**src/logic/pipe_params.svh**
```systemverilog
`ifndef PIPE_PARAMS_SVH
`define PIPE_PARAMS_SVH

// Datapath and PC width
`define DATA_W 32

// Register address width
`define REG_AW 5

// Architectural general registers
`define REG_COUNT 32

`endif

```
**src/logic/pipeDefs_pkg.sv**
```systemverilog
`include "pipe_params.svh"

package pipeDefs_pkg;

    // ALU operations selected in decode
    typedef enum logic [3:0] {
        ALU_ADD    = 4'd0,
        ALU_SUB    = 4'd1,
        ALU_AND    = 4'd2,
        ALU_OR     = 4'd3,
        ALU_XOR    = 4'd4,
        ALU_SLT    = 4'd5,
        ALU_LUI    = 4'd6,
        ALU_PASSHI = 4'd7,
        ALU_PASSLO = 4'd8,
        ALU_NONE   = 4'd9
    } aluOp_t;

    // Control flow kind, judged in execute
    typedef enum logic [1:0] {
        BR_NONE = 2'd0,
        BR_BEQ  = 2'd1,
        BR_BNE  = 2'd2,
        BR_JUMP = 2'd3
    } branchKind_t;

    // Decode to execute payload
    typedef struct packed {
        logic               valid;
        logic [`DATA_W-1:0] pc;
        logic [`DATA_W-1:0] pcPlus4;
        logic [`DATA_W-1:0] branchTarget;
        branchKind_t        branchKind;
        logic [`DATA_W-1:0] srcA;
        logic [`DATA_W-1:0] srcB;
        // Already sign or zero extended
        logic [`DATA_W-1:0] signImm;
        logic [`REG_AW-1:0] rs;
        logic [`REG_AW-1:0] rt;
        logic [`REG_AW-1:0] destReg;
        aluOp_t             aluOp;
        logic               aluSrcImm;
        logic               regWrite;
        logic               hiWrite;
        logic               loWrite;
    } idExBundle_t;

    // Execute to writeback payload
    typedef struct packed {
        logic               valid;
        logic               regWrite;
        logic [`REG_AW-1:0] destReg;
        logic [`DATA_W-1:0] result;
    } exWbBundle_t;

endpackage

```
**src/logic/regPortIf.sv**
```systemverilog
`include "pipe_params.svh"

// Two combinational read ports of the register file
interface regReadIf;
    logic [`REG_AW-1:0] addrA;
    logic [`REG_AW-1:0] addrB;
    logic [`DATA_W-1:0] dataA;
    logic [`DATA_W-1:0] dataB;

    modport reader (output addrA, output addrB, input dataA, input dataB);
    modport server (input addrA, input addrB, output dataA, output dataB);
endinterface

// Writeback bus out of the EX/WB register
interface wbBusIf;
    logic               valid;
    logic               regWrite;
    logic [`REG_AW-1:0] destReg;
    logic [`DATA_W-1:0] result;

    modport source (
        output valid,
        output regWrite,
        output destReg,
        output result
    );
    modport sink (
        input valid,
        input regWrite,
        input destReg,
        input result
    );
endinterface

```
**src/logic/coreExecTop.sv**
```systemverilog
`include "pipe_params.svh"

module coreExecTop
    import pipeDefs_pkg::*;
(
    input  logic               clk,
    input  logic               reset,
    input  logic               instrValid,
    input  logic [`DATA_W-1:0] instr,
    input  logic [`DATA_W-1:0] pc,
    input  logic               hold,
    output logic               wbValid,
    output logic [`REG_AW-1:0] wbReg,
    output logic [`DATA_W-1:0] wbData,
    output logic               branchTaken,
    output logic [`DATA_W-1:0] branchTarget
);

    idExBundle_t idExD;
    idExBundle_t idExQ;
    exWbBundle_t exWbD;
    exWbBundle_t exWbQ;

    regReadIf regRead ();
    wbBusIf   wbBus ();

    instrDecoder decoder (
        .instrValid  (instrValid),
        .instr       (instr),
        .pc          (pc),
        .branchTaken (branchTaken),
        .rd          (regRead.reader),
        .bundle      (idExD)
    );

    regFile gprFile (
        .clk   (clk),
        .reset (reset),
        .rd    (regRead.server),
        .wb    (wbBus.sink)
    );

    pipeStageReg #(.payload_t(idExBundle_t)) idExReg (
        .clk   (clk),
        .reset (reset),
        .hold  (hold),
        .d     (idExD),
        .q     (idExQ)
    );

    execUnit execute (
        .clk          (clk),
        .reset        (reset),
        .hold         (hold),
        .bundle       (idExQ),
        .wb           (wbBus.sink),
        .result       (exWbD),
        .branchTaken  (branchTaken),
        .branchTarget (branchTarget)
    );

    pipeStageReg #(.payload_t(exWbBundle_t)) exWbReg (
        .clk   (clk),
        .reset (reset),
        .hold  (hold),
        .d     (exWbD),
        .q     (exWbQ)
    );

    // Writeback bus straight from the EX/WB register
    assign wbBus.valid    = exWbQ.valid;
    assign wbBus.regWrite = exWbQ.regWrite;
    assign wbBus.destReg  = exWbQ.destReg;
    assign wbBus.result   = exWbQ.result;

    // Only register-writing instructions show as a commit
    assign wbValid = wbBus.valid & wbBus.regWrite;
    assign wbReg   = wbBus.destReg;
    assign wbData  = wbBus.result;

endmodule

```
**src/logic/execUnit.sv**
```systemverilog
`include "pipe_params.svh"

module execUnit
    import pipeDefs_pkg::*;
(
    input  logic               clk,
    input  logic               reset,
    input  logic               hold,
    input  idExBundle_t        bundle,
    wbBusIf.sink               wb,
    output exWbBundle_t        result,
    output logic               branchTaken,
    output logic [`DATA_W-1:0] branchTarget
);

    logic [`DATA_W-1:0] hi;
    logic [`DATA_W-1:0] lo;
    logic [`DATA_W-1:0] opA;
    logic [`DATA_W-1:0] opB;
    logic [`DATA_W-1:0] aluB;
    logic [`DATA_W-1:0] aluOut;
    logic               fwdOk;
    logic               cond;

    // EX/WB forwarding, register zero never forwards
    assign fwdOk = wb.valid && wb.regWrite && (wb.destReg != '0);
    assign opA = (fwdOk && wb.destReg == bundle.rs) ? wb.result : bundle.srcA;
    assign opB = (fwdOk && wb.destReg == bundle.rt) ? wb.result : bundle.srcB;

    assign aluB = bundle.aluSrcImm ? bundle.signImm : opB;

    always_comb begin
        case (bundle.aluOp)
            ALU_ADD:    aluOut = opA + aluB;
            ALU_SUB:    aluOut = opA - aluB;
            ALU_AND:    aluOut = opA & aluB;
            ALU_OR:     aluOut = opA | aluB;
            ALU_XOR:    aluOut = opA ^ aluB;
            ALU_SLT:    aluOut = {{(`DATA_W-1){1'b0}}, $signed(opA) < $signed(aluB)};
            ALU_LUI:    aluOut = {aluB[15:0], 16'h0000};
            ALU_PASSHI: aluOut = hi;
            ALU_PASSLO: aluOut = lo;
            default:    aluOut = '0;
        endcase
    end

    // HI and LO take the forwarded rs value
    always_ff @(posedge clk) begin
        if (reset) begin
            hi <= '0;
            lo <= '0;
        end else if (bundle.valid && !hold) begin
            if (bundle.hiWrite) begin
                hi <= opA;
            end
            if (bundle.loWrite) begin
                lo <= opA;
            end
        end
    end

    // Branch judgement on forwarded operands
    always_comb begin
        case (bundle.branchKind)
            BR_BEQ:  cond = (opA == opB);
            BR_BNE:  cond = (opA != opB);
            BR_JUMP: cond = 1'b1;
            default: cond = 1'b0;
        endcase
    end

    assign branchTaken = bundle.valid && cond;
    assign branchTarget = bundle.branchTarget;

    always_comb begin
        result.valid = bundle.valid;
        result.regWrite = bundle.regWrite;
        result.destReg = bundle.destReg;
        result.result = aluOut;
    end

endmodule

```
**src/logic/instrDecoder.sv**
```systemverilog
`include "pipe_params.svh"

module instrDecoder
    import pipeDefs_pkg::*;
(
    input  logic               instrValid,
    input  logic [`DATA_W-1:0] instr,
    input  logic [`DATA_W-1:0] pc,
    input  logic               branchTaken,
    regReadIf.reader           rd,
    output idExBundle_t        bundle
);

    // Opcodes
    localparam logic [5:0] OP_RTYPE = 6'h00;
    localparam logic [5:0] OP_J     = 6'h02;
    localparam logic [5:0] OP_BEQ   = 6'h04;
    localparam logic [5:0] OP_BNE   = 6'h05;
    localparam logic [5:0] OP_ADDIU = 6'h09;
    localparam logic [5:0] OP_SLTI  = 6'h0A;
    localparam logic [5:0] OP_ANDI  = 6'h0C;
    localparam logic [5:0] OP_ORI   = 6'h0D;
    localparam logic [5:0] OP_LUI   = 6'h0F;

    // R-type function codes
    localparam logic [5:0] FN_MFHI = 6'h10;
    localparam logic [5:0] FN_MTHI = 6'h11;
    localparam logic [5:0] FN_MFLO = 6'h12;
    localparam logic [5:0] FN_MTLO = 6'h13;
    localparam logic [5:0] FN_ADDU = 6'h21;
    localparam logic [5:0] FN_SUBU = 6'h23;
    localparam logic [5:0] FN_AND  = 6'h24;
    localparam logic [5:0] FN_OR   = 6'h25;
    localparam logic [5:0] FN_XOR  = 6'h26;
    localparam logic [5:0] FN_SLT  = 6'h2A;

    logic [5:0]         opcode;
    logic [5:0]         funct;
    logic [`REG_AW-1:0] rsField;
    logic [`REG_AW-1:0] rtField;
    logic [`REG_AW-1:0] rdField;
    logic [`DATA_W-1:0] signExt;
    logic [`DATA_W-1:0] zeroExt;
    logic [`DATA_W-1:0] pcPlus4;
    logic               known;

    assign opcode  = instr[31:26];
    assign rsField = instr[25:21];
    assign rtField = instr[20:16];
    assign rdField = instr[15:11];
    assign funct   = instr[5:0];
    assign signExt = {{(`DATA_W-16){instr[15]}}, instr[15:0]};
    assign zeroExt = {{(`DATA_W-16){1'b0}}, instr[15:0]};
    assign pcPlus4 = pc + `DATA_W'd4;

    // Operands are read straight from the instruction fields
    assign rd.addrA = rsField;
    assign rd.addrB = rtField;

    always_comb begin
        known = 1'b1;
        bundle = '0;
        bundle.pc = pc;
        bundle.pcPlus4 = pcPlus4;
        bundle.branchTarget = pcPlus4 + {signExt[`DATA_W-3:0], 2'b00};
        bundle.branchKind = BR_NONE;
        bundle.srcA = rd.dataA;
        bundle.srcB = rd.dataB;
        bundle.signImm = signExt;
        bundle.rs = rsField;
        bundle.rt = rtField;
        bundle.destReg = rtField;
        bundle.aluOp = ALU_NONE;
        case (opcode)
            OP_RTYPE: begin
                bundle.destReg = rdField;
                bundle.regWrite = 1'b1;
                case (funct)
                    FN_ADDU: bundle.aluOp = ALU_ADD;
                    FN_SUBU: bundle.aluOp = ALU_SUB;
                    FN_AND:  bundle.aluOp = ALU_AND;
                    FN_OR:   bundle.aluOp = ALU_OR;
                    FN_XOR:  bundle.aluOp = ALU_XOR;
                    FN_SLT:  bundle.aluOp = ALU_SLT;
                    FN_MFHI: bundle.aluOp = ALU_PASSHI;
                    FN_MFLO: bundle.aluOp = ALU_PASSLO;
                    FN_MTHI: begin
                        bundle.regWrite = 1'b0;
                        bundle.hiWrite = 1'b1;
                    end
                    FN_MTLO: begin
                        bundle.regWrite = 1'b0;
                        bundle.loWrite = 1'b1;
                    end
                    default: known = 1'b0;
                endcase
            end
            OP_ADDIU, OP_SLTI, OP_ANDI, OP_ORI, OP_LUI: begin
                bundle.aluSrcImm = 1'b1;
                bundle.regWrite = 1'b1;
                case (opcode)
                    OP_ADDIU: bundle.aluOp = ALU_ADD;
                    OP_SLTI:  bundle.aluOp = ALU_SLT;
                    OP_LUI:   bundle.aluOp = ALU_LUI;
                    OP_ANDI: begin
                        bundle.aluOp = ALU_AND;
                        bundle.signImm = zeroExt;
                    end
                    default: begin
                        bundle.aluOp = ALU_OR;
                        bundle.signImm = zeroExt;
                    end
                endcase
            end
            OP_BEQ: bundle.branchKind = BR_BEQ;
            OP_BNE: bundle.branchKind = BR_BNE;
            OP_J: begin
                bundle.branchKind = BR_JUMP;
                bundle.branchTarget = {pcPlus4[`DATA_W-1:28], instr[25:0], 2'b00};
            end
            default: known = 1'b0;
        endcase
        // The younger instruction behind a taken branch is squashed here
        bundle.valid = instrValid && known && !branchTaken;
    end

endmodule

```
**src/logic/pipeStageReg.sv**
```systemverilog
module pipeStageReg #(
    parameter type payload_t = logic [31:0]
) (
    input  logic     clk,
    input  logic     reset,
    input  logic     hold,
    input  payload_t d,
    output payload_t q
);

    // Reset empties the stage, hold freezes it
    always_ff @(posedge clk) begin
        if (reset) begin
            q <= '0;
        end else if (!hold) begin
            q <= d;
        end
    end

endmodule

```
**src/logic/regFile.sv**
```systemverilog
`include "pipe_params.svh"

module regFile (
    input  logic     clk,
    input  logic     reset,
    regReadIf.server rd,
    wbBusIf.sink     wb
);

    logic [`DATA_W-1:0] regs [`REG_COUNT];
    logic               wrEn;

    // Register zero is never written
    assign wrEn = wb.valid && wb.regWrite && (wb.destReg != '0);

    always_ff @(posedge clk) begin
        if (reset) begin
            for (int i = 0; i < `REG_COUNT; i++) begin
                regs[i] <= '0;
            end
        end else if (wrEn) begin
            regs[wb.destReg] <= wb.result;
        end
    end

    // Same-cycle write is visible to the reader
    function automatic logic [`DATA_W-1:0] readPort(input logic [`REG_AW-1:0] addr);
        logic [`DATA_W-1:0] value;
        value = regs[addr];
        if (addr == '0) begin
            value = '0;
        end else if (wrEn && wb.destReg == addr) begin
            value = wb.result;
        end
        return value;
    endfunction

    always_comb begin
        rd.dataA = readPort(rd.addrA);
        rd.dataB = readPort(rd.addrB);
    end

endmodule

```
**config.mk**
```make
export PLATFORM = sky130hd
export DESIGN_NAME = coreExecTop
export DESIGN_NICKNAME = d
export VERILOG_FILES = /design/src/logic/pipeDefs_pkg.sv /design/src/logic/regPortIf.sv /design/src/logic/coreExecTop.sv /design/src/logic/execUnit.sv /design/src/logic/instrDecoder.sv /design/src/logic/pipeStageReg.sv /design/src/logic/regFile.sv
export VERILOG_INCLUDE_DIRS = /design/src /design/src/logic
export SDC_FILE = /design/constraint.sdc
export NUM_CORES = 2
export LEC_CHECK = 0
export BUFFER_PORTS_ARGS = -buffer_cell sky130_fd_sc_hd__buf_4
export CELL_PAD_IN_SITES_DETAIL_PLACEMENT = 0
export CELL_PAD_IN_SITES_GLOBAL_PLACEMENT = 1
export CORE_MARGIN = 5
export CORE_UTILIZATION = 47
export CTS_CLUSTER_DIAMETER = 30
export DETAILED_ROUTE_END_ITERATION = 16
export PLACE_DENSITY = 0.79
export SLEW_MARGIN = 10
export SYNTH_ARGS = -nofsm -noshare
export SYNTH_HDL_FRONTEND = slang
export SYNTH_SLANG_ARGS = --single-unit
```
**constraint.sdc**
```tcl
create_clock -name clk -period 4.95 [get_ports clk]
set_input_delay 0.2475 -clock clk [delete_from_list [all_inputs] [get_ports clk]]
set_output_delay 0.2475 -clock clk [all_outputs]
set_load 0.01 [all_outputs]
```
After elaboration in Yosys (flattened, before gate mapping). Memory sizes are Yosys's and may differ from the RTL's. Cells that the tools add are included.

Register bits after elaboration: 257. Bits in latches: 0. Bits in writable memories: 1024. Memory bits (read-only): 0. Bits of input ports: 68. Output and inout port bits: 71. Word-level logic and storage cells: 123. Memories kept: 1.

Add/sub/neg operators: 4. Multipliers: 0. Div/mod/pow operators: 0. Order comparisons: 1. Equality and inequality tests: 35. Shift operators: 0. Multiplexer cells: 33. Bitwise gates (word level): 4. Reductions and logical operators: 25.

Memory list: gprFile.regs (words 32, bits a word 32, rd ports 2, clocked after Yosys merged registers in 0, wr ports 32, RTL line regFile.sv:10) `` logic [`DATA_W-1:0] regs [`REG_COUNT]; ``.

Operator list (number): two-way mux 32 bit (11); case mux 32 bit (9 select lines) (1); adder 32 bit (2); equality test 6 bit, second input constant (6); adder 32 x 3 -> 32 bit, second input constant (1); AND 32 bit (1); equality test 32 bit (1); < comparator 32 bit (1); != test 32 bit (1); bitwise OR 32 bit (1); case mux 4 bit (8 select lines) (1); OR reduction 32 bit (1); subtractor 32 bit (1); XOR 32 bit (1); equality test 6 x 4 -> 1 bit, second input constant (5); equality test 6 x 5 -> 1 bit, second input constant (4); equality test 5 bit (4); equality test 4 x 3 -> 1 bit, second input constant (4); equality test 6 x 3 -> 1 bit, second input constant (2); case mux 3 bit (4 select lines) (1); two-way mux 1 bit (11); logical AND 1 bit (10); zero test 5 bit (2); two-way mux 5 bit (2); other kinds (22) (27).

Logic depth before layout (Yosys ltp).
Depth in word-level cells: 9. Depth in mapped cells: 22.

Modules after synthesis. Synthesis repeated with hierarchy kept, for this count alone.

Cell total of the unflattened synthesis: 6719. Area total of the unflattened synthesis: 78442.7 µm².

By module, submodules not included: regFile (times used 1, cells each 4008, area an instance 55829.8 µm², sequential area each 30749.5 µm²); execUnit (times used 1, cells each 1289, area an instance 9569.2 µm², sequential area each 1281.2 µm²); pipeStageReg at idExReg (times used 1, cells each 702, area an instance 7626.1 µm², sequential area each 4364.2 µm²); instrDecoder (times used 1, cells each 593, area an instance 4011.3 µm², sequential area each 0.0 µm²); pipeStageReg at exWbReg (times used 1, cells each 126, area an instance 1400.1 µm², sequential area each 780.7 µm²); coreExecTop (times used 1, cells each 1, area an instance 6.3 µm², sequential area each 0.0 µm²).

Least setup slack after synthesis. Ideal clock, no wire load.

Path type: reg-to-reg. From: reg exWbReg.q[34] (netlist name). To: reg exWbReg.q[28] (netlist name). Data arrival time: 4.983 ns. Required time: 4.830 ns. Setup slack: -0.153 ns. Stages on the path, launching flop included: 20. Cell sequence: dfxtp_1 -> or3_4 -> o311a_1 -> buf_2 -> nand2_2 -> buf_4 -> mux2i_1 -> inv_1 -> ha_1 -> fa_1 -> a211oi_1 -> o21ai_0 -> nor4b_1 -> or3_1 -> a32oi_1 -> a211oi_1 -> a2bb2oi_1 -> o21ai_0 -> and4_1 -> a211o_1.

Elaborated cells between the ends (all ways): 15.

RTL lines: start, declared (RTL line pipeStageReg.sv:8) `output payload_t q`; start signal, assigned (RTL line pipeStageReg.sv:14) `q <= '0;`; start signal, assigned (RTL line pipeStageReg.sv:16) `q <= d;`; nonzero test 5 bit (RTL line execUnit.sv:26) `assign fwdOk = wb.valid && wb.regWrite && (wb.destReg != '0);`; logical AND 1 bit (RTL line execUnit.sv:26); logical AND 1 bit * (RTL line execUnit.sv:27) `assign opA = (fwdOk && wb.destReg == bundle.rs) ? wb.result : bundle.srcA;`; two-way mux 32 bit * (RTL line execUnit.sv:27); via execute.opA[0] (RTL line execUnit.sv:18) `` logic [`DATA_W-1:0] opA; ``; subtractor 32 bit / adder 32 bit (equally long branches) (RTL line execUnit.sv:35, execUnit.sv:34); case mux 32 bit (9 select lines) * (RTL line execUnit.sv:33) `case (bundle.aluOp)`.

The timed path passes the listed nets; every way through them passes the cells marked *. A chain may end at the register's enable or synchronous reset.

Worst setup path in the final report.
From: reg exWbReg.q[35] (netlist name). To: out branchTaken.

Word-level cells in the longest chain between the ends: 7. Elaborated cells between the ends (all ways): 12.

Ends and longest elaborated chain: nonzero test 5 bit (RTL line execUnit.sv:26); logical AND 1 bit (RTL line execUnit.sv:26); logical AND 1 bit, on equally long branches (RTL line execUnit.sv:27, execUnit.sv:28); two-way mux 32 bit, on equally long branches (RTL line execUnit.sv:27, execUnit.sv:28); != test 32 bit / equality test 32 bit (equally long branches) (RTL line execUnit.sv:66, execUnit.sv:65); case mux 1 bit (3 select lines) * (RTL line execUnit.sv:64) `case (bundle.branchKind)`; logical AND 1 bit * (RTL line execUnit.sv:72) `assign branchTaken = bundle.valid && cond;`; end, declared (RTL line coreExecTop.sv:15) `output logic branchTaken,`.

Mark *: on every way between the ends. The rest lies on a longest branch, timed or not.

==> results.txt <==
post-synthesis async set-or-reset flop share -> 0
Int Power -> 27.1 mW
antenna violations before repair -> 13
Min Hold Slack -> 80.7 ps
TritonCTS clock tree -> done
Port Buf Inserts -> 138
WP buf/inv -> 6
Reg clk slew, reported paths -> 40 ps
Switching Fraction -> 0.266
final worst slack -> 131 ps
Worst-Margin Slew -> 1140 ps
Setup crit start kind -> register
Top Family by Delay on Critical Path -> simple AND/OR/NAND/NOR gates
GRT overflow -> 0
Data required, critical path -> 4700 ps
CP Cell Sequence -> buf_4 > xor2_1 > or4_4 > nor2_4 > buf_4 > buf_6 > mux2i_4 > buf_4 > xnor2_1 > nand4_1 > nor4_4 > buf_4 > nand4_1 > a21boi_2 > buf_4
Sink Count -> 1266
Tot GR Track Use -> 0.353
Core Util, Final -> 0.576
Clock Latency Late Sink -> 950 ps
CP Max Fanout -> 18
layout cell share with drive strength beyond 1 -> 0.227
Max stage delay on crit path -> 560 ps
via count -> 61.9k
Core Area -> 156000 sq um
PwrDens -> 410 nW/um^2
count of TritonRoute iterations in the first routing pass -> 7
Cell variety after synth -> 89
f_max -> 207 MHz
row cnt -> 145
Die X -> 407 microns
number of synthesized flops with an enable pin -> 1024
maximum clock path buffer count -> 4
Logic pwr share -> 0.136
vias in the first global route -> 60.3k
Post-Syn Area -> 74100 sq um
final net count -> 7272
commonest non-fill, non-tap cell in the layout -> edfxtp_1
first-pass GRT wire length -> 423000 microns
die height -> 407 microns
setup total negative slack -> 0 ps
Gate Count Post-Synth -> 6720
WP data arrival -> 4570 ps
number of hold violations in the final report -> 0
max_cap viols -> 0
placed cell area -> 79300 sq um
# DRC -> 0
Final Critical Period -> 4820 ps
Initial Util -> 0.474
# setup viols final -> 0
Mean Syn Cell Area -> 11.0 sq um
Wirelength per Cell -> 32.0 microns
Synth warnings -> 0
CP most frequent cell -> buf_4
most frequent cells in the layout -> edfxtp_1, and2_1, buf_4, a21oi_1, mux2i_1
clk_skew -> 99.5 ps
total wire length -> 300000 microns
Synth area leaders -> edfxtp_1, mux4_2, and2_1
First DRT Iteration DRCs -> 8543
clock share of power -> 0.533
area leader, netlist -> edfxtp_1
Tcrit/Tclk final -> 0.974
Min-Delay Path Class -> primary input to register
CTS buffer count -> 312
status -> finished clean
H-Tree Depth -> 5
crit path kind -> register to primary output
Worst VDD drop -> 0.356 mV
Vias/cell -> 6.60
CP endpoint kind -> primary output
Seq pwr share -> 0.332
max-slew violations -> 0
detailed placement HPWL -> 192000 microns
Synth top area share -> 0.415
synthesized flop and latch total -> 1266
Pleak -> 34.4 nW
num ports -> 139
slew margin rel. -> 0.239
full die area -> 166000 sq um
post-place setup slack -> -310 ps
Post-DRT Antenna Nets -> 0
net switching power -> 9.84 mW
pin count of the biggest net entering global routing -> 94
Critical Path Slowest Stage Cell -> or4_4
RD Place Congestion -> 1.00
root buf cell -> clkbuf_16
Area Overhead vs Synth -> 21.7%
Seq/Total Area, Yosys -> 0.480
fin area -> 90100 sq um
Main synth FF type -> edfxtp_1
-- worst min-delay path: stages --
cell	delay [ps]
buf_6	260
mux2i_1	250
nor2_1	50
-- flip-flops by register name (all words and copies together) (netlist names) --
name	cells
gprFile.regs	1024
idExReg.q	139
exWbReg.q	39
execute.hi	32
execute.lo	32
-- through the flow --
stage                     cells  total power, mW
after CTS                  9361             36.8
after detailed placement   8772             17.2
after floorplan            6751             15.0
after global routing       9368             37.8
after global placement     8772             17.1
final                      9376             36.9
-- worst paths after layout --
kind	from	to	slack, ps	cells after the start
min	instr[25]	idExReg.q[22]	80	3
min reg2reg	idExReg.q[122]	idExReg.q[122]	460	2
max reg2reg	exWbReg.q[34]	exWbReg.q[31]	130	19
max	exWbReg.q[35]	branchTaken	130	15
-- cells in the mapped netlist, types with 21 or more instances --
cell type     n
a21oi_1     463
dfxtp_1     242
nand3_1      57
a21o_1       28
and2_1      845
clkbuf_1    507
a211oi_1     82
a22oi_1     138
nor3_1      204
or2_2        36
edfxtp_1   1024
o21bai_1     21
buf_4        34
buf_2        40
mux4_2      269
nor4_1       21
xor2_1       41
buf_1        85
nand2_1     227
nor2_1      486
nand4_1      25
xnor2_1      89
inv_1       133
mux2_2      128
o211ai_1    146
ha_1        126
mux2i_1     461
a221oi_1    153
a31oi_1      30
o21ai_0     323
-- routing by layer --
| layer | share of wire | global-route usage | vias up | wire (microns) |
|---|---|---|---|---|
| met5 | 0.00018 | 0.00178 | - | 54 |
| met4 | 0.070 | 0.213 | 4 | 21100 |
| met3 | 0.12 | 0.0877 | 1066 | 36500 |
| met2 | 0.44 | 0.545 | 4492 | 133000 |
| met1 | 0.36 | 0.450 | 30460 | 109000 |
| li1 | - | - | 25891 | - |
-- power by group through the flow --
stage               Sequential, mW  Combinational [mW]  Clock [mW]
finish                        12.3                5.01        19.7
CTS                           12.2                4.83        19.7
detailed placement            12.4                4.77           0
global placement              12.4                4.75           0
global route                  12.3                5.20        20.3
floorplan                     12.3                2.75           0
-- cell type report --
class | instances | area, sq um
inverters | 136 | 510
well taps | 2058 | 2570
flip-flops and latches | 1266 | 35600
clock inverters | 173 | 1720
diodes | 8 | 20.0
clock buffers | 375 | 8370
multi-input cells | 4681 | 35800
repair buffers | 679 | 5580
fillers | 12791 | 66200
-- cell families (layout without fill, tap and decap cells) --
logic type / after synthesis / count (layout) / share of synthesized area
compound gates: 1532 / 1532 / 0.134
xor+xnor: 130 / 130 / 0.0154
fa+ha+maj: 128 / 128 / 0.0218
buf+inv: 804 / 1363 / 0.0433
flops: 1266 / 1266 / 0.480
mux: 859 / 859 / 0.164
other cells: 1 / 40 / 0.0000506
simple gates: 2000 / 2000 / 0.142
-- timing repair --
action | in CTS | in global routing
cloned | 0 | 1
endpoints found under the hold margin | 97 | 0
setup endpoints to repair | 6 | 17
pin swaps | 4 | 5
setup buffers | 1 | 6
resized for setup | 22 | 28
hold buffers | 41 | 0
No activity file was read; power rests on OpenSTA's default activity.
